$ cat src/verilog/qr_fixed_pkg.sv
package qr_fixed_pkg;

    // signed q16.16 words
    localparam int WORD_BITS = 32;
    localparam int FRAC_BITS = 16;

    // matrix geometry
    localparam int LANES  = 4;      // rows, one multiplier each
    localparam int N_COLS = 4;

    // flat buses, word i+4j is row i of column j
    localparam int MAT_BITS  = WORD_BITS * LANES * N_COLS;
    localparam int NORM_BITS = WORD_BITS * N_COLS;

    // divider runs one step per dividend bit
    localparam int DIV_STEPS    = WORD_BITS + FRAC_BITS;
    localparam int DIV_CNT_BITS = $clog2(DIV_STEPS);

endpackage

$ cat src/verilog/proj_divider.sv
`timescale 1ns/1ps

module proj_divider import qr_fixed_pkg::*;
(
    input  logic                 clk_QR,
    input  logic                 go_QR,
    input  logic                 div_start,  // only while idle
    input  logic [WORD_BITS-1:0] dot,
    input  logic [WORD_BITS-1:0] divisor,
    output logic [WORD_BITS-1:0] coef,       // held until next result
    output logic                 div_done
);

    logic                    busy;
    logic [DIV_CNT_BITS-1:0] cnt;
    logic [DIV_STEPS-1:0]    quo;       // dividend shifts out, quotient shifts in
    logic [WORD_BITS:0]      rem;       // partial remainder
    logic [WORD_BITS-1:0]    dvs;       // divisor magnitude
    logic                    neg;       // result sign
    logic                    dvs_zero;
    logic [DIV_STEPS-1:0]    dvd_s;     // dot << FRAC_BITS, signed
    logic [WORD_BITS:0]      shifted;
    logic [WORD_BITS+1:0]    trial;
    logic                    fits;
    logic [DIV_STEPS-1:0]    quo_nxt;
    logic [DIV_STEPS-1:0]    q_signed;

    assign dvd_s    = {dot, {FRAC_BITS{1'b0}}};
    assign shifted  = {rem[WORD_BITS-1:0], quo[DIV_STEPS-1]};
    assign trial    = {1'b0, shifted} - {2'b00, dvs};
    assign fits     = ~trial[WORD_BITS+1];        // no borrow
    assign quo_nxt  = {quo[DIV_STEPS-2:0], fits};
    assign q_signed = neg ? -quo_nxt : quo_nxt;   // truncation toward zero

    // magnitudes and one restoring step per cycle
    always_ff @(posedge clk_QR)
    begin
        if (div_start && !busy)
        begin
            quo      <= dot[WORD_BITS-1] ? -dvd_s : dvd_s;
            rem      <= '0;
            dvs      <= divisor[WORD_BITS-1] ? -divisor : divisor;
            neg      <= dot[WORD_BITS-1] ^ divisor[WORD_BITS-1];
            dvs_zero <= (divisor == '0);
        end
        else if (busy)
        begin
            rem <= fits ? trial[WORD_BITS:0] : shifted;   // restore on borrow
            quo <= quo_nxt;
        end
    end

    always_ff @(posedge clk_QR or negedge go_QR)
    begin
        if (!go_QR)
        begin
            busy     <= 1'b0;
            cnt      <= '0;
            div_done <= 1'b0;
            coef     <= '0;
        end
        else
        begin
            div_done <= 1'b0;
            if (div_start && !busy)
            begin
                busy <= 1'b1;
                cnt  <= '0;
            end
            else if (busy)
            begin
                cnt <= cnt + DIV_CNT_BITS'(1);
                if (cnt == DIV_CNT_BITS'(DIV_STEPS - 1))   // last step
                begin
                    busy     <= 1'b0;
                    div_done <= 1'b1;
                    coef     <= dvs_zero ? '0 : q_signed[WORD_BITS-1:0];
                end
            end
        end
    end

endmodule

$ cat config.mk
export PLATFORM = sky130hd
export DESIGN_NAME = proj_divider
export DESIGN_NICKNAME = d
export VERILOG_FILES = /design/src/verilog/qr_fixed_pkg.sv /design/src/verilog/proj_divider.sv
export SDC_FILE = /design/constraint.sdc
export NUM_CORES = 1
export LEC_CHECK = 0
export BUFFER_PORTS_ARGS = -buffer_cell sky130_fd_sc_hd__buf_4
export CAP_MARGIN = 20
export CELL_PAD_IN_SITES_DETAIL_PLACEMENT = 1
export CELL_PAD_IN_SITES_GLOBAL_PLACEMENT = 2
export CORE_MARGIN = 3
export CORE_UTILIZATION = 25
export DETAILED_ROUTE_END_ITERATION = 16
export PLACE_DENSITY_LB_ADDON = 0.1
export SETUP_SLACK_MARGIN = 0.3
export SLEW_MARGIN = 40
export SYNTH_ARGS = -nofsm -noshare
export SYNTH_HDL_FRONTEND = slang
export SYNTH_SLANG_ARGS = --single-unit
$ cat constraint.sdc
create_clock -name clk_QR -period 7.8 [get_ports clk_QR]
set_input_delay 1.56 -clock clk_QR [delete_from_list [all_inputs] [get_ports clk_QR]]
set_output_delay 1.56 -clock clk_QR [all_outputs]
set_load 0.1 [all_outputs]
==> impl_metrics.env <==
export IMPL_worst_pin_slew_ns=0.737
export IMPL_required_ns=8.09
export IMPL_cts_resized=0
export IMPL_syn2layout_area_growth_pct=19.4
export IMPL_crit_path_frequent_cell="ha_1"
export IMPL_track_usage=0.139
export IMPL_dp_hpwl_mm=18.7
export IMPL_rows=69
export IMPL_crit_path_end_kind="flip-flop"
export IMPL_synth_edff_count=82
export IMPL_nFillCells=4168
export IMPL_grt_pass1_wl_mm=43.4
export IMPL_syn_area_sq_um=9190
export IMPL_setup_viol=0
export IMPL_avgSynthCellArea_sq_um=9.57
export IMPL_crit_type="reg -> reg"
export IMPL_stdcell_count=1518
export IMPL_antenna_found_initial=0
export IMPL_outcome="complete, no violations"
export IMPL_first_pass_iters=4
export IMPL_fin_crit_sh=0.577
export IMPL_start_util=0.256
export IMPL_r2r_start="rem[13]"
export IMPL_fmax_ghz=0.222
export IMPL_critPathMaxFanout=51
export IMPL_drv_cap=0
export IMPL_vdd_drop_max_uv=162
export IMPL_vias=7228
export IMPL_dieWidth_um=198
export IMPL_synth_yosys_warnings=0
export IMPL_ant_nets=0
export IMPL_finalWirelength_mm=26.6
export IMPL_synthCells=960
export IMPL_routedWlPerCell_um=17.5
export IMPL_power_leakage_nw=4.54
export IMPL_critPathTopFamily="compound AO/OA/AOI/OAI gates"
export IMPL_timing_rr_end="coef[30]"
export IMPL_synth_top_area_share=0.268
export IMPL_gp_congestion=0.725
export IMPL_dieHeight_um=198
export IMPL_port_buffers=99
export IMPL_syn_nets=1064
export IMPL_cts_root_buf="clkbuf_16"
export IMPL_drc_errors=0
export IMPL_yosys_area_top_type="edfxtp_1"
export IMPL_diodes=0
export IMPL_synth_common_cells="nand2_1 (134), o21ai_0 (119), edfxtp_1 (82), xor2_1 (73), xnor2_1 (46)"
export IMPL_dp_cells=1486
export IMPL_skew_ns=0.00927
export IMPL_drive_gt1_frac=0.158
export IMPL_fin_setup_tns_ns=0
export IMPL_numCtsBuffers=17
export IMPL_cp_slowest_cell="or3_1"
export IMPL_ff2ff_setup_slack_ns=3.30
export IMPL_ioPinCount=100
export IMPL_ctsHoldBuffers=0
export IMPL_ys_seq_elements=154
export IMPL_synth_cell_types=62
export IMPL_reg2reg_depth=15
export IMPL_hold_violations=0
export IMPL_cts_sinks=154
export IMPL_synthTopCellsByArea="edfxtp_1 (27%), dfrtp_1 (11%), dfxtp_1 (7.0%)"
export IMPL_core_area_sq_um=35900
export IMPL_clock_tree_buffer_depth=2
export IMPL_synth_most_common_cell="nand2_1"
export IMPL_async_reset_ff_frac=0.260
export IMPL_gr_total_overflow=0
export IMPL_placed_area_sq_um=10400
export IMPL_fin_crit_ns=4.50
export IMPL_postCtsSetupBuffers=0
export IMPL_nNetsFinal=1148
export IMPL_holdPathStages=2
export IMPL_path_clk_slew_ns=0.07
export IMPL_worstPathArrival_ns=4.79
export IMPL_viasPerCell=4.76
export IMPL_grt_pass1_vias=7753
export IMPL_clock_latency_ns=0.43
export IMPL_crit_buf_inv=1
export IMPL_ys_seq_area_frac=0.447
export IMPL_final_max_slew_violation_count=0
export IMPL_ys_flop_type="edfxtp_1"
export IMPL_crit_chain="ha_1, a21oi_1, o21ai_0, a221oi_1, o22a_1, o311a_1, o31ai_4, inv_4, ha_1, nand4_1, or3_1, or3_4, o31ai_2, xor2_1, o21ai_1"
export IMPL_grt_max_degree=82
export IMPL_maxSlewHeadroom=0.509
export IMPL_stdcell_area_sq_um=11000
export IMPL_hp_class="reg -> reg"
export IMPL_fp_dieArea_sq_um=39100
export IMPL_rsz0062_at_grt="false"
export IMPL_drtIter0Drc=304
export IMPL_powerDensity_nw_per_um2=382
export IMPL_crit_path_start_kind="flip-flop"
export IMPL_hold_start="coef[4]"
export IMPL_h_tree_depth=4
export IMPL_hold_path_endpoint="coef[4]"
export IMPL_cts_tree="done"
export IMPL_crit_path_max_incr_delay_ns=0.46
metrics by stage:
| stage | utilization | setup WS (ns) | hold WS (ns) | power, mW |
|---|---|---|---|---|
| after floorplan | - | 3.88 | 0.445 | 2.89 |
| after global placement | 0.289 | 3.08 | 0.466 | 3.40 |
| after detailed placement | 0.290 | 3.25 | 0.472 | 3.41 |
| after CTS | 0.305 | 3.24 | 0.489 | 4.26 |
| after global routing | 0.305 | 2.81 | 0.505 | 4.55 |
| final | 0.305 | 3.30 | 0.482 | 4.19 |
worst max-delay path by stage:
stage	endpoint	start	depth (start not counted)
global route	coef[30]	dvs[14]	16
detailed placement	coef[30]	dvs[14]	16
floorplan	coef[30]	dvs[18]	18
finish	coef[30]	rem[13]	15
CTS	coef[30]	dvs[14]	16
global placement	coef[30]	dvs[14]	16
per-layer routing:
layer / wire, um / vias to the layer above / GRT usage
li1: - / 3626 / -
met1: 13700 / 3511 / 0.201
met2: 12000 / 82 / 0.220
met3: 700 / 9 / 0.0247
met4: 178 / 0 / 0.0291
met5: 0 / - / 0
state kept, by name (all words and copies together) (netlist names):
name      count
dvs          32
rem          32
coef         32
busy          1
neg           1
div_done      1
dvs_zero      1
quo          48
cnt           6
layout by cell type (no fill, tap or decap), drive strengths merged, types with 7 or more instances in the layout:
cell type  instances
xnor2             46
clkbuf            17
nand2b            10
a32oi              9
nand3             14
edfxtp            82
dfrtp             40
o21ai            135
nor2b              7
or4                9
or3               23
o31ai             37
nand4              8
a21oi             33
dfxtp             32
nor3               8
nor2              25
a21o              15
o41ai              9
inv               55
ha                36
nand2            134
xor2              73
buf              107
a22o              24
and2              17
final cells by class:
type                       count  area (sq um)  area share
clock buffer                  17           425      0.0388
clock inverter                15           131      0.0120
inverter                      46           178      0.0162
multi-input combinational    718          4740       0.432
sequential                   154          4100       0.374
tap                          461           577      0.0526
timing repair buffer         107           811      0.0739
cell families after synthesis:
family / synth area share
compound gates: 0.199
simple gates: 0.148
flops: 0.447
xor+xnor: 0.113
buf+inv: 0.0383
fa+ha+maj: 0.0512
mux: 0.00340
worst register-to-register path, cell delays in order, from the launching register on:
cell	delay [ns]
dfxtp_1	0.34
ha_1	0.37
a21oi_1	0.26
o21ai_0	0.18
a221oi_1	0.35
o22a_1	0.20
o311a_1	0.26
o31ai_4	0.09
inv_4	0.44
ha_1	0.36
nand4_1	0.15
or3_1	0.46
or3_4	0.43
o31ai_2	0.24
xor2_1	0.17
o21ai_1	0.07
where the power goes:
group          switching [mW]  internal (mW)
registers               0.260           1.21
clock network           0.403          0.422
logic                    1.18          0.713
Note: power is estimated with default switching activity, not from simulation.
