**src/verilog/qr_fixed_pkg.sv**
```systemverilog
package qr_fixed_pkg;

    // signed q16.16 words
    localparam int WORD_BITS = 32;
    localparam int FRAC_BITS = 16;

    // matrix geometry
    localparam int LANES  = 4;      // rows, one multiplier each
    localparam int N_COLS = 4;

    // flat buses, word i+4j is row i of column j
    localparam int MAT_BITS  = WORD_BITS * LANES * N_COLS;
    localparam int NORM_BITS = WORD_BITS * N_COLS;

    // divider runs one step per dividend bit
    localparam int DIV_STEPS    = WORD_BITS + FRAC_BITS;
    localparam int DIV_CNT_BITS = $clog2(DIV_STEPS);

endpackage

```
**src/verilog/qr_seq_pkg.sv**
```systemverilog
package qr_seq_pkg;

    // column index width
    localparam int COL_BITS = 2;

    // operand select codes for the lane muxes
    localparam int SEL_BITS = 2;

    localparam logic [SEL_BITS-1:0] OPSEL_A    = 2'd0;  // column a_k
    localparam logic [SEL_BITS-1:0] OPSEL_U    = 2'd1;  // column u_j
    localparam logic [SEL_BITS-1:0] OPSEL_COEF = 2'd2;  // coef on every lane

    // u1 = a1, so orthogonalization starts at the second column
    localparam logic [COL_BITS-1:0] FIRST_K = 2'd1;

endpackage

```
**src/verilog/column_store.sv**
```systemverilog
`timescale 1ns/1ps

module column_store import qr_fixed_pkg::*, qr_seq_pkg::*;
(
    input  logic                       clk_QR,
    input  logic                       go_QR,
    input  logic [MAT_BITS-1:0]        c_in,
    input  logic                       load,
    input  logic                       upd,
    input  logic                       norm_wr,
    input  logic [COL_BITS-1:0]        col_k,
    input  logic [COL_BITS-1:0]        col_j,
    input  logic [SEL_BITS-1:0]        x_sel,
    input  logic [SEL_BITS-1:0]        y_sel,
    input  logic [LANES*WORD_BITS-1:0] prod,
    input  logic [WORD_BITS-1:0]       dot,
    input  logic [WORD_BITS-1:0]       coef,
    output logic [LANES*WORD_BITS-1:0] op_x,
    output logic [LANES*WORD_BITS-1:0] op_y,
    output logic [WORD_BITS-1:0]       divisor,
    output logic [MAT_BITS-1:0]        u_out,
    output logic [NORM_BITS-1:0]       norm_out
);

    logic [WORD_BITS-1:0] a_mem [0:N_COLS-1][0:LANES-1];  // input columns
    logic [WORD_BITS-1:0] u_mem [0:N_COLS-1][0:LANES-1];  // orthogonal columns
    logic [WORD_BITS-1:0] norm_mem [0:N_COLS-1];          // squared norms

    // lane operand mux, same for x and y
    function automatic logic [WORD_BITS-1:0] pick(
        input logic [SEL_BITS-1:0]  sel,
        input logic [WORD_BITS-1:0] a_w,
        input logic [WORD_BITS-1:0] u_w,
        input logic [WORD_BITS-1:0] c_w
    );
        case (sel)
            OPSEL_A:    return a_w;
            OPSEL_U:    return u_w;
            OPSEL_COEF: return c_w;   // broadcast
            default:    return '0;
        endcase
    endfunction

    always_ff @(posedge clk_QR)
    begin
        if (load)
            for (int c = 0; c < N_COLS; c++)
                for (int r = 0; r < LANES; r++)
                    a_mem[c][r] <= c_in[(r + LANES*c)*WORD_BITS +: WORD_BITS];
    end

    always_ff @(posedge clk_QR or negedge go_QR)
    begin
        if (!go_QR)
        begin
            for (int c = 0; c < N_COLS; c++)
            begin
                norm_mem[c] <= '0;
                for (int r = 0; r < LANES; r++)
                    u_mem[c][r] <= '0;
            end
        end
        else
        begin
            if (load)       // u starts as a copy of a
                for (int c = 0; c < N_COLS; c++)
                    for (int r = 0; r < LANES; r++)
                        u_mem[c][r] <= c_in[(r + LANES*c)*WORD_BITS +: WORD_BITS];
            if (upd)        // u_k -= coef * u_j
                for (int r = 0; r < LANES; r++)
                    u_mem[col_k][r] <= u_mem[col_k][r] - prod[r*WORD_BITS +: WORD_BITS];
            if (norm_wr)
                norm_mem[col_j] <= dot;
        end
    end

    always_comb
    begin
        for (int r = 0; r < LANES; r++)
        begin
            op_x[r*WORD_BITS +: WORD_BITS] = pick(x_sel, a_mem[col_k][r], u_mem[col_j][r], coef);
            op_y[r*WORD_BITS +: WORD_BITS] = pick(y_sel, a_mem[col_k][r], u_mem[col_j][r], coef);
        end
        for (int c = 0; c < N_COLS; c++)
        begin
            norm_out[c*WORD_BITS +: WORD_BITS] = norm_mem[c];
            for (int r = 0; r < LANES; r++)
                u_out[(r + LANES*c)*WORD_BITS +: WORD_BITS] = u_mem[c][r];
        end
    end

    assign divisor = norm_mem[col_j];   // norm of the column being projected

endmodule

```
**config.mk**
```make
export PLATFORM = sky130hd
export DESIGN_NAME = column_store
export DESIGN_NICKNAME = d
export VERILOG_FILES = /design/src/verilog/qr_fixed_pkg.sv /design/src/verilog/qr_seq_pkg.sv /design/src/verilog/column_store.sv
export SDC_FILE = /design/constraint.sdc
export NUM_CORES = 2
export LEC_CHECK = 0
export ABC_CLOCK_PERIOD_IN_PS = 6500
export BUFFER_PORTS_ARGS = -buffer_cell sky130_fd_sc_hd__buf_4
export CORE_AREA = 2 2 639 641
export CTS_CLUSTER_DIAMETER = 40
export CTS_CLUSTER_SIZE = 8
export DETAILED_ROUTE_END_ITERATION = 7
export DIE_AREA = 0 0 641 643
export PLACE_DENSITY = 0.4
export SLEW_MARGIN = 20
export SYNTH_ARGS = -nofsm -noshare
export SYNTH_HDL_FRONTEND = slang
export SYNTH_SLANG_ARGS = --single-unit
```
**constraint.sdc**
```tcl
create_clock -name clk_QR -period 6.5 [get_ports clk_QR]
set_input_delay 0.325 -clock clk_QR [delete_from_list [all_inputs] [get_ports clk_QR]]
set_output_delay 0.325 -clock clk_QR [all_outputs]
set_load 0.01 [all_outputs]
```
==> results.txt <==
- Yosys mapped a number of flops with a built-in enable equal to 512.
- Counting flops and latches in the post-synthesis netlist gives 1152.
* Power per cell area: 352 mW/mm^2
- The slowest stage of the critical path is the a21oi_1 cell.
* Synth-to-layout area growth: 52.3%
- Vias in the first global route: 61200
- Max clock buf depth: 4
- The worst register-to-register path begins at u_out[384].
* Non-filler cells, final: 13400
- Placement Setup Slack: 1190 ps
* # DRC: 0
* Number of placement rows: 234
- Largest vdd supply drop: 210 uV
- Full die area: 0.412 mm^2
* Fill cell total of the finished layout: 43100
- Clock skew on the completed layout was measured at 46.2 ps.
- Maximum number of pins on one net before global-route repair: 205
- Of all flip-flops after synthesis, the portion carrying an async set or reset was 0.556.
- In this run the worst hold path is classified as in2async.
* Startpoint-to-endpoint class of the critical path: reg2reg
* Leading cell types in the layout, fill and taps excluded: 1711 x buf_4, 640 x dfrtp_1, 559 x dlygate4sd3_1, 512 x edfxtp_1, 494 x nand2_1
* GRT busiest layer: met2
- Half-perimeter wire length of the detailed placement result: 381000 um
* GR met2 Demand/Resource: 0.381
- Category of the worst setup path launch point: register
* Number of H-tree levels: 5
- Final Hold Violating Endpoints: 0
- The number of antenna violations at the first check in global routing was 104.
- Summing over every cut layer, the via total after detailed routing is 61000.
- Hold bufs inserted after CTS: 559
- Overall routed net length: 484000 um
- Clock latency reported for the late side of the worst-skew pair: 920 ps
* Post-CTS Setup Repair Bufs: 0
- In the final layout, the share of cells above drive strength 1 is 0.353.
* Horiz. Die Dim: 641 um
- The largest single stage delay on the critical path is 670 ps.
- The number of nets handed over by synthesis was 6354.
- Clock-pin slew was measured on the worst setup and hold paths at 50 ps.
* Outcome: finished, final reports clean
- Distinct cells, synth: 72
- Routed length per placed instance: 36.3 um
- Worst path cell trace: mux4_2, inv_1, ha_1, fa_1, nor2b_1, o21ai_0, a21oi_1, o211ai_1, nand3_1, a21oi_1, o21ai_0, xnor2_1, a21oi_1
* Final Slew Violations: 0
- The mapped netlist covers 0.0656 mm^2.
- Final setup fails: 0
- Worst max-slew margin expressed relative to the limit: 0.0940
- TritonRoute pass-1 iters: 5
- Core area: 0.405 mm^2
* Total clock sinks: 1152
* Fraction of the core area covered by cells at the end of the flow: 0.247
- Clock tree from TritonCTS: done
- The net count of the finished layout is 8491.
- In this run the worst path has a maximum fanout of 4.
- Setup repair after global routing left no endpoint under its margin.
* Met1 Track Usage GR: 0.258
* Critical Path End: u_out[30]
* Leading register cell type out of synthesis: dfrtp_1
- The detail route stage leaves a number of antenna-violating nets equal to 0.
* Tightest Pin Transition: 1360 ps
- Global-route wire length before repair: 622000 um
- Most common cell after layout, fill and taps aside: buf_4
- Internal reg-to-reg setup slack: 2000 ps
- In this run the count of I/O pins placed on the die edge is 1645.
- For this run, the number of Yosys warnings is 0.
- Reg2reg path depth: 13
* Synthesized netlist cell count: 5498
- Once the clock tree was built, the resizer swapped 0 gates to a different size.
- Proportion of synthesized chip area in sequential cells: 0.479
- Count of port buffers added during placement: 1644
- In this run, placement finished with an instance count of 12200.
* Required time at the worst-slack endpoint: 7240 ps
- Clock Root Buffer: clkbuf_16
- Top cells by area in the synthesized netlist: dfrtp_1 24%, edfxtp_1 23%, mux4_2 14%, mux2i_1 6.9%, a211oi_1 3.9%
- Global route overflow: 0
- Data on the critical path arrives at its endpoint at 5240 ps.
* Yosys top cell area share: 0.244
- Period Utilization, post-route: 0.692
* Final estimated routing congestion in global placement: 0.933
- Number of buffers inserted during clock tree synthesis: 275
- Across every metal layer, demand over resource in global routing totals 0.226.
* TNS Setup: 0 ps
* Shortest clock period the worst path allows after layout: 4500 ps
- GR met3 Demand/Resource: 0.0605
* Setup crit end kind: register
* Leakage Power: 40.7 nW
- Most repeated library cell on the critical path: a21oi_1
- Across the run, the number of max-cap violations was 0.
* Area leader, netlist: dfrtp_1
* Worst r2r dst: u_out[30]
* Max Freq: 0.222 GHz
* Number of DRC markers after the initial detailed-route iteration: 5905
- Across all setup checks in the final design, the least slack found is 2000 ps.
- In the routed layout, each cell is associated on average with a via count of 4.57.
- Worst setup path start: u_out[384]
- The initial utilization of the core area, before any placement, comes to 0.162.
- Overall die height: 643 um
- Post-Syn Area per Cell: 11.9 um^2
[layout make-up]
type / count / area (um^2) / share of cell area
well taps: 5428 / 6790 / 0.0680
diodes: 66 / 165 / 0.00165
inverters: 150 / 563 / 0.00564
repair buffers: 2312 / 19200 / 0.192
clock buffers: 341 / 7470 / 0.0747
flip-flops and latches: 1152 / 31400 / 0.314
clock inverters: 158 / 2360 / 0.0236
multi-input cells: 3744 / 31900 / 0.320
[flip-flops by register name, summed over array words and instances, names as in the netlist]
name      flops
u_out       512
norm_out    128
a_mem       512
[worst min-delay path by stage]
| stage | from | to | slack [ps] | cells after the start |
|---|---|---|---|---|
| 3_3_place_gp | go_QR | norm_out[93] | 410 | 1 |
| 5_1_grt | go_QR | u_out[28] | 90 | 2 |
| 2_1_floorplan | go_QR | norm_out[0] | 30 | 0 |
| 3_5_place_dp | go_QR | norm_out[29] | 410 | 1 |
| 6_report | go_QR | norm_out[29] | 60 | 2 |
| 4_1_cts | go_QR | u_out[28] | 20 | 2 |
[per-stage QoR]
stage                     hold slack (ps)  total power (W)  cell area (um^2)
after floorplan                      29.4           0.0140             65600
after global placement                408           0.0200             84300
after detailed placement              409           0.0201             84300
after CTS                            16.4           0.0355             99700
after global routing                 89.7           0.0364             99800
final                                60.3           0.0352             99900
[where the power goes]
part | switching, W | internal (W) | leakage [nW]
clock network | 0.00488 | 0.0100 | 4.74
logic | 0.00636 | 0.00410 | 23.4
registers | 0.00119 | 0.00864 | 12.6
[critical path: cells and delay by family, from the launching register on]
family	cells	cell delay [ps]
and+or+nand+nor	2	490
xor gates and xnor gates	1	350
adders and majority gates	2	440
AOI/OAI and AO/OA	6	2000
DFF	1	460
muxes	1	510
buffers and inverters	1	90
[Yosys cell counts (all sizes together), types with 54 or more instances]
master	count
mux2i	450
a21oi	464
xor2	54
ha	135
a21o	58
mux4	416
edfxtp	512
xnor2	69
a211oi	346
nor2b	355
inv	150
clkbuf	327
o21ai	480
buf	125
dfrtp	640
nor2	77
mux2	129
nand2	494
[cells by family (layout without fill, tap and decap cells)]
logic type,count (synthesis),after routing,synth area share
AOI/OAI and AO/OA,1457,1457,0.133
buffers and inverters,602,2961,0.0352
other,0,66,0
DFF,1152,1152,0.479
and+or+nand+nor,1030,1030,0.0762
muxes,995,995,0.234
xor gates and xnor gates,123,123,0.0165
adders and majority gates,139,139,0.0270
[layer usage]
layer | share of wire | vias to the layer above
li1 | - | 25300
met1 | 0.37 | 31800
met2 | 0.48 | 3043
met3 | 0.077 | 823
met4 | 0.068 | 44
met5 | 0.00058 | -
No activity file was read; power rests on OpenSTA's default activity.
