$ cat src/verilog/qr_fixed_pkg.sv
package qr_fixed_pkg;

    // signed q16.16 words
    localparam int WORD_BITS = 32;
    localparam int FRAC_BITS = 16;

    // matrix geometry
    localparam int LANES  = 4;      // rows, one multiplier each
    localparam int N_COLS = 4;

    // flat buses, word i+4j is row i of column j
    localparam int MAT_BITS  = WORD_BITS * LANES * N_COLS;
    localparam int NORM_BITS = WORD_BITS * N_COLS;

    // divider runs one step per dividend bit
    localparam int DIV_STEPS    = WORD_BITS + FRAC_BITS;
    localparam int DIV_CNT_BITS = $clog2(DIV_STEPS);

endpackage

$ cat src/verilog/qr_seq_pkg.sv
package qr_seq_pkg;

    // column index width
    localparam int COL_BITS = 2;

    // operand select codes for the lane muxes
    localparam int SEL_BITS = 2;

    localparam logic [SEL_BITS-1:0] OPSEL_A    = 2'd0;  // column a_k
    localparam logic [SEL_BITS-1:0] OPSEL_U    = 2'd1;  // column u_j
    localparam logic [SEL_BITS-1:0] OPSEL_COEF = 2'd2;  // coef on every lane

    // u1 = a1, so orthogonalization starts at the second column
    localparam logic [COL_BITS-1:0] FIRST_K = 2'd1;

endpackage

$ cat src/verilog/gs_sequencer.sv
`timescale 1ns/1ps

module gs_sequencer import qr_fixed_pkg::*, qr_seq_pkg::*;
(
    input  logic                clk_QR,
    input  logic                go_QR,      // async reset, active low
    input  logic                div_done,   // one-cycle pulse from divider
    output logic                load,
    output logic                upd,
    output logic                norm_wr,
    output logic                div_start,
    output logic [COL_BITS-1:0] col_k,
    output logic [COL_BITS-1:0] col_j,
    output logic [SEL_BITS-1:0] x_sel,
    output logic [SEL_BITS-1:0] y_sel,
    output logic                done
);

    // fsm states
    localparam logic [3:0] S_IDLE     = 4'd0;
    localparam logic [3:0] S_LOAD     = 4'd1;
    localparam logic [3:0] S_NORM_OP  = 4'd2;   // u_j . u_j on the lanes
    localparam logic [3:0] S_NORM_WR  = 4'd3;
    localparam logic [3:0] S_DOT_OP   = 4'd4;   // u_j . a_k on the lanes
    localparam logic [3:0] S_DIV_GO   = 4'd5;
    localparam logic [3:0] S_DIV_WAIT = 4'd6;
    localparam logic [3:0] S_UPD      = 4'd7;
    localparam logic [3:0] S_FIN_OP   = 4'd8;   // norm of the last column
    localparam logic [3:0] S_FIN_WR   = 4'd9;
    localparam logic [3:0] S_DONE     = 4'd10;

    logic [3:0]          state;
    logic [COL_BITS-1:0] k;         // column being orthogonalized
    logic [COL_BITS-1:0] j;         // column projected out of k
    logic                last_j;
    logic                last_k;

    // j = k-1 means u_j is final, so its norm is due
    assign last_j = (j == k - COL_BITS'(1));
    assign last_k = (k == COL_BITS'(N_COLS - 1));

    always_ff @(posedge clk_QR or negedge go_QR)
    begin
        if (!go_QR)
        begin
            state <= S_IDLE;
            k     <= FIRST_K;
            j     <= '0;
        end
        else
        begin
            case (state)
                S_IDLE:     state <= S_LOAD;
                S_LOAD:     state <= last_j ? S_NORM_OP : S_DOT_OP;
                S_NORM_OP:  state <= S_NORM_WR;     // dot valid next cycle
                S_NORM_WR:  state <= S_DOT_OP;
                S_DOT_OP:   state <= S_DIV_GO;
                S_DIV_GO:   state <= S_DIV_WAIT;    // divider latches dot here
                S_DIV_WAIT:
                begin
                    if (div_done)
                        state <= S_UPD;
                end
                S_UPD:
                begin
                    if (last_j && last_k)
                    begin
                        j     <= COL_BITS'(N_COLS - 1);   // point at u4
                        state <= S_FIN_OP;
                    end
                    else if (last_j)
                    begin
                        k     <= k + COL_BITS'(1);
                        j     <= '0;
                        state <= S_DOT_OP;  // norm 1 already stored
                    end
                    else
                    begin
                        j     <= j + COL_BITS'(1);
                        // next j may be the final one for this k
                        state <= (j + COL_BITS'(2) == k) ? S_NORM_OP : S_DOT_OP;
                    end
                end
                S_FIN_OP:   state <= S_FIN_WR;
                S_FIN_WR:   state <= S_DONE;
                S_DONE:     state <= S_DONE;        // hold until reset
                default:    state <= S_IDLE;
            endcase
        end
    end

    // strobes and operand selects decoded from state
    always_comb
    begin
        load      = 1'b0;
        upd       = 1'b0;
        norm_wr   = 1'b0;
        div_start = 1'b0;
        done      = 1'b0;
        x_sel     = OPSEL_U;
        y_sel     = OPSEL_U;
        case (state)
            S_LOAD:     load = 1'b1;
            S_NORM_WR:  norm_wr = 1'b1;
            S_DOT_OP:   y_sel = OPSEL_A;
            S_DIV_GO:
            begin
                y_sel     = OPSEL_A;
                div_start = 1'b1;
            end
            S_DIV_WAIT: x_sel = OPSEL_COEF;  // coef times u_j lanes
            S_UPD:
            begin
                x_sel = OPSEL_COEF;
                upd   = 1'b1;
            end
            S_FIN_WR:   norm_wr = 1'b1;
            S_DONE:     done = 1'b1;
            default:    ;
        endcase
    end

    assign col_k = k;
    assign col_j = j;

endmodule

$ cat config.mk
export PLATFORM = sky130hd
export DESIGN_NAME = gs_sequencer
export DESIGN_NICKNAME = d
export VERILOG_FILES = /design/src/verilog/qr_fixed_pkg.sv /design/src/verilog/qr_seq_pkg.sv /design/src/verilog/gs_sequencer.sv
export SDC_FILE = /design/constraint.sdc
export NUM_CORES = 1
export LEC_CHECK = 0
export ABC_AREA = 1
export CAP_MARGIN = 20
export CORE_AREA = 4 4 41 43
export DETAILED_ROUTE_END_ITERATION = 6
export DIE_AREA = 0 0 45 47
export DONT_BUFFER_PORTS = 1
export GPL_ROUTABILITY_DRIVEN = 0
export PLACE_DENSITY_LB_ADDON = 0.15
export SLEW_MARGIN = 20
export SYNTH_ARGS = -nofsm -noshare
export SYNTH_HDL_FRONTEND = slang
export SYNTH_SLANG_ARGS = --single-unit
$ cat constraint.sdc
create_clock -name clk_QR -period 1.5 [get_ports clk_QR]
set_clock_uncertainty 0.2 [all_clocks]
set_input_delay 0.225 -clock clk_QR [delete_from_list [all_inputs] [get_ports clk_QR]]
set_output_delay 0.225 -clock clk_QR [all_outputs]
set_load 0.02 [all_outputs]
==> PnR_summary.wiki, run 1 <==
{| class="wikitable"
! Metric !! Value
|-
| Share of post-route cells with drive strength above 1 || 0.575
|-
| Class of the tightest hold or removal check || input port to asynchronous set/reset pin
|-
| Data required time of the critical path || 1.07 ns
|-
| Power density cells || 2570 nW/µm²
|-
| Aggregate global routing overflow || 0
|-
| Max VDD drop || 1.50 mV
|-
| Count of distinct cell types in the synthesized netlist || 21
|-
| Slowest Stage Delay on Critical Path || 0.45 ns
|-
| Avg Cell Area, Syn || 6.65 µm²
|-
| Yosys warns || 0
|-
| Placeable core area || 1300 µm²
|-
| Avg WL per Cell || 14.1 µm
|-
| Count of maximum capacitance violations || 0
|-
| Number of clock buffers inserted by TritonCTS || 3
|-
| Launching element type of the critical path || register
|-
| Synth top area cells || dfrtp_1 29%, nand2_1 21%, inv_1 6.3%
|-
| First-pass GRT wire length || 2.46 mm
|-
| Synthesized area || 598 µm²
|-
| Violated checks || setup timing
|-
| CTS tree || yes
|-
| DRT iter0 DRCs || 19
|-
| Mapped Nets || 94
|-
| Die outline width || 45 µm
|-
| TNS Setup || -1.37 ns
|-
| Setup repair after global routing missed its margin || yes
|-
| Sinks on the clock net || 8
|-
| Final antenna diode count || 0
|-
| Main synth FF type || dfrtp_1
|-
| CP endpoint kind || output pin
|-
| Filler Cell Count || 90
|-
| Overall power || 2.58 mW
|-
| Final critical-path share of the clock period || 1.10
|-
| Max-slew violation count || 0
|-
| Clock transition at path regs || 0.06 ns
|-
| Area Growth Syn to Fin || 68.0%
|-
| Post-synthesis sequential element count || 8
|-
| Maximum number of pins on one net before global-route repair || 9
|-
| Worst path slowest cell || dfrtp_2
|-
| Post-route cell area || 1000 µm²
|-
| Arrival @ worst endpoint || 1.22 ns
|-
| Sequential element share of the synthesized area || 0.337
|-
| Chip height || 47 µm
|-
| Half-perimeter wire length of the detailed placement result || 1.04 mm
|-
| Area share of the largest cell type after synthesis || 0.293
|-
| Post-Place Worst Slack || -0.0828 ns
|-
| Total number of vias || 723
|-
| H-tree Lvls || 1
|-
| ANT nets after route || 0
|-
| Global-route usage over all layers || 0.158
|-
| Setup violators final || 15
|-
| Total DRC errors in the routed layout || 0
|-
| Layout Nets || 125
|-
| Initial Utilization || 0.460
|-
| Worst Slack Setup Final || -0.145 ns
|-
| Root Buffer || clkbuf_4
|-
| I/O pins || 16
|-
| Overall die area || 2120 µm²
|-
| Std-Cell Rows || 13
|-
| Max Clk Rate || 0.608 GHz
|-
| Yosys top cell by area || dfrtp_1
|-
| Cell Area, Placed || 714 µm²
|-
| Run status || complete, but fails checks
|-
| Port Buffers || 0
|-
| Clk Latency, worst-skew pair || 0.26 ns
|-
| Critical path start-end classification || register to output pin
|-
| Via density per instance || 5.36
|-
| Post-Synthesis Cells || 90
|-
| Critical path peak fanout || 8
|-
| Leading post-synthesis cells by instance count || 34 x nand2_1, 10 x inv_1, 8 x nor2_1, 7 x dfrtp_1, 4 x inv_2
|-
| Number of global-route vias before repair || 590
|-
| Async S/R FF share, synth || 1.00
|-
| Number of antenna violations at the first check in global routing || 0
|-
| Most used standard cell by instance count after synthesis || nand2_1
|-
| Bufs on Longest Clock Path || 2
|-
| First-pass detailed-route iteration total || 4
|-
| Final critical delay including setup and external delays || 1.65 ns
|-
| Leakage power || 0.514 nW
|-
| Final Hold Fails || 0
|-
| Wirelength, routed || 1.91 mm
|-
| Number of enable flip-flop cells after synthesis || 0
|-
| Critical Path, Cell by Cell || inv_2 -> nand2_4 -> nor2_4
|}
worst max-delay path: cells and delay by family (launching register included):
| family | cells | cell delay [ns] |
|---|---|---|
| and+or+nand+nor | 2 | 0.41 |
| buffers and inverters | 1 | 0.10 |
| DFF | 1 | 0.45 |
worst paths after layout:
path                       endpoint  depth (start not counted)     start  slack (ns)
max                             upd                          3  state[3]       -0.15
min                        col_j[1]                          1     go_QR        0.13
max reg2reg                col_k[0]                          8  col_k[0]       -0.11
min reg2reg                state[0]                          1  state[0]        0.36
max in group asynchronous  col_k[0]                          1     go_QR        0.64
min in group clk_QR        state[0]                          1  state[0]        0.36
through the flow:
step	util	hold slack [ns]	std cells
2_1_floorplan	-	-0.271	90
3_3_place_gp	0.549	-0.270	116
3_5_place_dp	0.549	-0.270	116
4_1_cts	0.653	0.133	128
5_1_grt	0.772	0.150	135
6_report	0.772	0.130	135
cells by family after synthesis:
group                    count (synthesis)  share of synthesized area
XOR/XNOR                                 1                     0.0146
adder cells (fa/ha/maj)                  1                     0.0209
AO/OA/AOI/OAI                            6                     0.0628
buffers and inverters                   15                      0.100
AND/OR/NAND/NOR                         58                      0.458
flip-flops                               8                      0.337
other                                    1                    0.00627
cell usage in the layout, fill, tap and decap left out, drive strengths merged, types with 2 or more instances in the layout:
cell type    count
a21oi            2
buf             25
clkbuf           4
dfrtp            7
dlygate4sd3      2
inv             14
nand2           37
nand3            4
nand4            3
nor2            11
nor3             3
o21ai            3
what timing repair did:
action | CTS | global route
hold buffers | 2 | 0
pin swaps | 5 | 12
setup endpoints to repair | 14 | 16
gates resized for setup | 15 | 31
hold endpoints to repair | 9 | 0
buffers inserted | 6 | 7
registers in the layout, indices dropped and copies added, names as in the netlist:
register,flops
state,4
col_j,2
col_k,2
power by group:
part,total (mW),switching (mW),internal (mW)
Sequential,0.460,0.137,0.323
Combinational,1.94,1.10,0.834
Clock,0.183,0.0806,0.102
Total,2.58,1.32,1.26
per-layer routing:
layer | vias up | wire, µm | global-route usage | share of wire
li1 | 341 | - | - | -
met1 | 353 | 763 | 0.197 | 0.40
met2 | 25 | 1010 | 0.260 | 0.53
met3 | 4 | 103 | 0.0651 | 0.054
met4 | 0 | 27 | 0.0292 | 0.014
met5 | - | 0 | 0 | 0
cell type report:
type                            instances  area [µm²]  share of cell area
Sequential cell                         8         205               0.204
Multi-Input combinational cell         67         450               0.448
Tap cell                               15        18.8              0.0187
Clock buffer                            4        26.3              0.0262
Timing Repair Buffer                   27         249               0.248
Inverter                               14        55.1              0.0548
Power figures use the tool's default switching activity.
==> run 2, diff against run 1 <==
--- a/config.mk
+++ b/config.mk
@@ -7,11 +7,14 @@
 export LEC_CHECK = 0
 export ABC_AREA = 1
 export CAP_MARGIN = 20
-export CORE_AREA = 4 4 41 43
+export CELL_PAD_IN_SITES_DETAIL_PLACEMENT = 0
+export CELL_PAD_IN_SITES_GLOBAL_PLACEMENT = 1
+export CORE_MARGIN = 4
+export CORE_UTILIZATION = 36
 export DETAILED_ROUTE_END_ITERATION = 6
-export DIE_AREA = 0 0 45 47
 export DONT_BUFFER_PORTS = 1
 export GPL_ROUTABILITY_DRIVEN = 0
+export HOLD_SLACK_MARGIN = 0.05
 export PLACE_DENSITY_LB_ADDON = 0.15
 export SLEW_MARGIN = 20
 export SYNTH_ARGS = -nofsm -noshare
==> PnR_summary.wiki, run 2 (synthesis results as in run 1) <==
{| class="wikitable"
! Metric !! Value
|-
| Run status || complete, but fails checks
|-
| Violated checks || setup timing
|-
| Launching element type of the critical path || register
|-
| Max VDD drop || 1.18 mV (-21%)
|-
| Relative contribution of the clock network to total power || 0.080 (+0.009)
|-
| Sinks on the clock net || 8 (unchanged)
|-
| Sequential cell fraction of total power || 0.184 (+0.006)
|-
| Half-perimeter wire length of the detailed placement result || 1.18 mm (+13%)
|-
| Critical Path, Cell by Cell || inv_2 -> buf_4 -> nor3_4 -> buf_6
|-
| Leading cell types in the layout, fill and taps excluded || 26 x nand2_1, 14 x buf_4, 9 x inv_2, 7 x nand2_2, 7 x buf_6
|-
| Register-to-register setup slack || -0.08 ns (+0.03 ns)
|-
| Total DRC errors in the routed layout || 0 (unchanged)
|-
| Share of post-route cells with drive strength above 1 || 0.547 (-0.0280)
|-
| Data required time of the critical path || 1.07 ns (about the same)
|-
| Critical path peak fanout || 5 (-3)
|-
| CTS tree || yes
|-
| Worst Slack Setup Final || -0.139 ns (+0.00580 ns)
|-
| Switching power of the nets || 1.28 mW (-3.0%)
|-
| Number of clock buffers inserted by TritonCTS || 3 (unchanged)
|-
| Internal Dissipation || 1.21 mW (-3.9%)
|-
| Power density cells || 2550 nW/µm² (-0.70%)
|-
| Number of global-route vias before repair || 644 (+9.2%)
|-
| Total number of vias || 681 (-5.8%)
|-
| ANT nets after route || 0 (unchanged)
|-
| Flip-flop count of the largest register after layout || 4 (unchanged)
|-
| CP endpoint kind || output pin
|-
| First-pass detailed-route iteration total || 4 (unchanged)
|-
| Routed length on met2 || 894 µm (-11%)
|-
| Max Clk Rate || 0.610 GHz (+0.35%)
|-
| Leakage power || 0.475 nW (-7.7%)
|-
| Class of the tightest hold or removal check || input port to asynchronous set/reset pin
|-
| Clock transition at path regs || 0.07 ns (about the same)
|-
| Final antenna diode count || 0 (unchanged)
|-
| Max-slew violation count || 0 (unchanged)
|-
| Worst path slowest cell || dfrtp_1
|-
| Initial Utilization || 0.388 (-0.0716)
|-
| Final critical delay including setup and external delays || 1.64 ns (-0.00580 ns)
|-
| Top layer used by detailed routing || met4
|-
| Logic depth of the worst register-to-register path || 9 (+1)
|-
| Chip height || 48.8 µm (+3.7%)
|-
| Clk Latency, worst-skew pair || 0.26 ns (about the same)
|-
| Part of the power in combinational logic || 0.736 (-0.015)
|-
| Via density per instance || 5.12 (-4.4%)
|-
| Global-route usage over all layers || 0.154 (-0.00418)
|-
| Wirelength, routed || 1.86 mm (-2.5%)
|-
| Overall power || 2.49 mW (-3.4%)
|-
| I/O pins || 16 (unchanged)
|-
| Aggregate global routing overflow || 0 (unchanged)
|-
| Bufs on Longest Clock Path || 2 (unchanged)
|-
| Critical path start-end classification || register to output pin
|-
| Maximum number of pins on one net before global-route repair || 9 (unchanged)
|-
| Final Hold Fails || 0 (unchanged)
|-
| Layout Nets || 122 (-2.4%)
|-
| DRT iter0 DRCs || 20 (+1)
|-
| Cell Area, Placed || 743 µm² (+4.0%)
|-
| Worst flop-to-flop path startpoint || col_k[0]
|-
| CP Capture Point || done
|-
| Avg WL per Cell || 14.0 µm (-1.0%)
|-
| Slowest Stage Delay on Critical Path || 0.38 ns (-0.07 ns)
|-
| Share of total power consumed by net switching || 0.514 (+0.00221)
|-
| Post-route cell area || 977 µm² (-2.7%)
|-
| Number of antenna violations at the first check in global routing || 0 (unchanged)
|-
| Die outline width || 48.8 µm (+8.4%)
|-
| Commonest non-fill, non-tap cell in the layout || nand2_1
|-
| Count of maximum capacitance violations || 0 (unchanged)
|-
| H-tree Lvls || 1 (unchanged)
|-
| Met3 layer wire length in the routed design || 96 µm (-6.8%)
|-
| Placeable core area || 1540 µm² (+18%)
|-
| Met1 wire length || 790 µm (+3.5%)
|-
| Critical register-to-register path endpoint || col_j[1]
|-
| Source of the critical timing path || state[1]
|-
| Root Buffer || clkbuf_4
|-
| Register ranked first by flip-flop count || state
|-
| Area Growth Syn to Fin || 63.4%
|-
| Final critical-path share of the clock period || 1.09 (-0.00387)
|-
| Overall die area || 2380 µm² (+12%)
|-
| Setup violators final || 12 (-3)
|-
| Port Buffers || 0 (unchanged)
|-
| Arrival @ worst endpoint || 1.21 ns (about the same)
|-
| First-pass GRT wire length || 2.84 mm (+16%)
|-
| Setup repair after global routing missed its margin || yes
|-
| Std-Cell Rows || 14 (+1)
|}
==> run 2: stage by stage <==
step | cells | setup WS, ns | util | TNS, ns | hold WS, ns
6_report | 133 | -0.139 | 0.634 | -0.816 | 0.119
5_1_grt | 133 | -0.201 | 0.634 | -1.84 | 0.131
4_1_cts | 132 | -0.106 | 0.585 | -0.863 | 0.136
3_5_place_dp | 119 | -0.0887 | 0.482 | -0.288 | -0.270
3_3_place_gp | 119 | -0.0717 | 0.482 | -0.196 | -0.270
2_1_floorplan | 90 | -0.151 | - | -0.663 | -0.271
==> run 2: worst min path at each step <==
stage / from / endpoint / slack, ns / depth (start not counted)
finish: go_QR / col_k[1] / 0.12 / 1
global route: go_QR / state[1] / 0.13 / 1
CTS: go_QR / col_k[1] / 0.14 / 1
detailed placement: go_QR / state[1] / -0.27 / 0
global placement: go_QR / state[0] / -0.27 / 0
floorplan: go_QR / col_j[0] / -0.27 / 0
==> run 2: metal layers <==
layer,track usage,vias up
met5,0,-
met4,0.0762,0
met3,0.0429,8
met2,0.237,28
met1,0.195,312
li1,-,333
==> run 2: timing repair <==
action	in CTS	in global routing
buffers inserted	7	1
pin swaps	9	4
setup endpoints to repair	15	17
hold buffers	2	0
gates resized for setup	19	20
hold endpoints to repair	9	0
==> run 2: cell type report <==
class,count,area (µm²)
clock buffers,4,26.3
fillers,141,564
inverters,14,55.1
multi-input cells,67,447
flip-flops and latches,8,205
well taps,16,20.0
repair buffers,24,224
==> run 2: power by group through the flow <==
stage                     Combinational, mW  Sequential [mW]  Clock [mW]
after CTS                              1.64            0.439       0.202
after global routing                   2.00            0.469       0.223
after floorplan                       0.834            0.501           0
after global placement                 1.31            0.432           0
final                                  1.83            0.459       0.200
after detailed placement               1.32            0.437           0
==> run 2: worst max-delay path, delay by kind of cell (launching register included) <==
| family | cells | cell delay, ns |
|---|---|---|
| buffers and inverters | 3 | 0.37 |
| DFF | 1 | 0.38 |
| and+or+nand+nor | 1 | 0.20 |
==> run 3, diff against run 2 <==
--- a/config.mk
+++ b/config.mk
@@ -15,7 +15,7 @@
 export DONT_BUFFER_PORTS = 1
 export GPL_ROUTABILITY_DRIVEN = 0
 export HOLD_SLACK_MARGIN = 0.05
-export PLACE_DENSITY_LB_ADDON = 0.15
+export PLACE_DENSITY = 0.76
 export SLEW_MARGIN = 20
 export SYNTH_ARGS = -nofsm -noshare
 export SYNTH_HDL_FRONTEND = slang
==> PnR_summary.wiki, run 3 (synthesis results as in run 1) <==
{| class="wikitable"
! Metric !! Value
|-
| Post-Place Worst Slack || -0.0791 ns (+0.00962 ns)
|-
| Area Growth Syn to Fin || 70.1%
|-
| Slowest Stage Delay on Critical Path || 0.46 ns (+0.08 ns)
|-
| Share of total power consumed by net switching || 0.514 (about the same)
|-
| Family with the most delay on the worst path || flip-flops
|-
| CP Depth || 3 (-1)
|-
| Logic depth of the worst register-to-register path || 9 (unchanged)
|-
| Register ranked first by flip-flop count || state
|-
| Aggregate global routing overflow || 0 (unchanged)
|-
| First-pass detailed-route iteration total || 4 (unchanged)
|-
| Global-route usage over all layers || 0.159 (+0.00452)
|-
| Arrival @ worst endpoint || 1.21 ns (about the same)
|-
| Post-route cell area || 1020 µm² (+4.1%)
|-
| Final antenna diode count || 0 (unchanged)
|-
| Share of post-route cells with drive strength above 1 || 0.558 (+0.0113)
|-
| Bufs on Longest Clock Path || 2 (unchanged)
|-
| Critical path start-end classification || register to output pin
|-
| Filler Cell Count || 117 (-17%)
|-
| Class of the tightest hold or removal check || input port to asynchronous set/reset pin
|-
| Count of maximum capacitance violations || 0 (unchanged)
|-
| Std-Cell Rows || 14 (unchanged)
|-
| Setup repair after global routing missed its margin || yes
|-
| Total area of sequential cells || 205 µm² (unchanged)
|-
| Met1 usage || 0.179 (-0.0166)
|-
| Relative contribution of the clock network to total power || 0.073 (-0.007)
|-
| Max VDD drop || 1.33 mV (+12%)
|-
| Violated checks || setup timing
|-
| Internal Dissipation || 1.24 mW (+2.8%)
|-
| Clock transition at path regs || 0.06 ns (about the same)
|-
| Area of the multi-input gates || 452 µm² (+1.1%)
|-
| Critical Path, Cell by Cell || buf_6 -> nor3_4 -> buf_6
|-
| Total DRC errors in the routed layout || 0 (unchanged)
|-
| Maximum number of pins on one net before global-route repair || 9 (unchanged)
|-
| Part of the power in combinational logic || 0.746 (+0.010)
|-
| Placed cell count || 120 (+0.84%)
|-
| Setup violators final || 14 (+2)
|-
| Via density per instance || 5.00 (-2.3%)
|-
| Leading cell types in the layout, fill and taps excluded || 27 x nand2_1, 15 x buf_4, 9 x buf_6, 8 x inv_2, 6 x nor2_4
|-
| Power density cells || 2520 nW/µm² (-1.2%)
|-
| CP endpoint kind || output pin
|-
| First-pass GRT wire length || 2.95 mm (+3.7%)
|-
| Cell Area, Placed || 751 µm² (+1.0%)
|-
| Met2 demand-to-capacity share in global routing || 0.267 (+0.0304)
|-
| Overall die area || 2380 µm² (unchanged)
|-
| Layout Nets || 125 (+2.5%)
|-
| Most prevalent standard cell on the critical path || buf_6
|-
| GR Util met3 || 0.0706 (+0.0276)
|-
| Final core utilization || 0.660 (+0.0260)
|-
| Run status || complete, but fails checks
|-
| Post-route non-filler standard cell count || 136 (+2.3%)
|-
| Number of global-route vias before repair || 649 (+0.78%)
|-
| Tightest hold margin || 0.127 ns (+0.00837 ns)
|-
| Number of clock buffers inserted by TritonCTS || 3 (unchanged)
|-
| Leakage power || 0.504 nW (+6.2%)
|-
| Half-perimeter wire length of the detailed placement result || 1.10 mm (-6.5%)
|-
| Final Hold Fails || 0 (unchanged)
|-
| Number of antenna violations at the first check in global routing || 0 (unchanged)
|-
| Critical path peak fanout || 4 (-1)
|-
| Placeable core area || 1540 µm² (unchanged)
|-
| Switching power of the nets || 1.32 mW (+2.8%)
|-
| Data required time of the critical path || 1.07 ns (about the same)
|-
| Port Buffers || 0 (unchanged)
|-
| Avg WL per Cell || 14.1 µm (+1.1%)
|-
| Die outline width || 48.8 µm (unchanged)
|-
| CTS tree || yes
|-
| Wirelength, routed || 1.92 mm (+3.3%)
|-
| Max Clk Rate || 0.611 GHz (+0.14%)
|-
| H-tree Lvls || 1 (unchanged)
|-
| Sequential cell fraction of total power || 0.181 (-0.003)
|-
| Launching element type of the critical path || register
|-
| Root Buffer || clkbuf_4
|-
| Worst Slack Setup Final || -0.137 ns (+0.00235 ns)
|-
| CP bufs+invs || 2 (-1)
|-
| I/O pins || 16 (unchanged)
|-
| Chip height || 48.8 µm (unchanged)
|-
| Final critical delay including setup and external delays || 1.64 ns (-0.00235 ns)
|-
| Clk Latency, worst-skew pair || 0.26 ns (about the same)
|-
| Total number of vias || 680 (-0.15%)
|-
| Commonest non-fill, non-tap cell in the layout || nand2_1
|-
| Register-to-register setup slack || -0.07 ns (about the same)
|-
| ANT nets after route || 0 (unchanged)
|-
| Initial Utilization || 0.388 (unchanged)
|-
| DRT iter0 DRCs || 10 (-50%)
|-
| Final critical-path share of the clock period || 1.09 (-0.00157)
|-
| Overall power || 2.56 mW (+2.8%)
|-
| Max-slew violation count || 0 (unchanged)
|-
| GRT busiest layer || met2
|-
| Worst path slowest cell || dfrtp_2
|-
| Flip-flop count of the largest register after layout || 4 (unchanged)
|-
| TNS Setup || -1.04 ns (-0.224 ns)
|-
| Sinks on the clock net || 8 (unchanged)
|}
[run 3: area by class of cell]
cell class	instances	share of cell area
inverter	14	0.0590
tap	16	0.0197
sequential	8	0.202
multi-input combinational	67	0.444
timing repair buffer	27	0.250
clock buffer	4	0.0258
[run 3: path summary, 6_finish.rpt]
check	startpoint	end
setup / recovery	state[2]	load
setup reg to reg	col_k[0]	col_j[0]
max in group asynchronous	go_QR	col_k[0]
hold / removal	go_QR	col_j[1]
min in group clk_QR	state[0]	state[0]
hold reg to reg	state[0]	state[0]
[run 3: repair_timing]
action                                  CTS  global route
endpoints found under the setup margin   13            16
resized for setup                        22            23
pin swaps                                 9             7
gates cloned                              0             0
buffers inserted                          6             4
hold buffers                              2             0
endpoints found under the hold margin     9             0
[run 3: routing by layer]
| metal | vias up | routed length, µm |
|---|---|---|
| li1 | 337 | - |
| met1 | 323 | 791 |
| met2 | 18 | 1020 |
| met3 | 2 | 91 |
| met4 | 0 | 21 |
| met5 | - | 0 |
[run 3: power by group through the flow]
stage               combinational [mW]  sequential (mW)  clock, mW
detailed placement                1.33            0.434          0
global placement                  1.33            0.431          0
finish                            1.91            0.464      0.186
global route                      2.09            0.479      0.201
floorplan                        0.834            0.501          0
CTS                               1.65            0.445      0.186
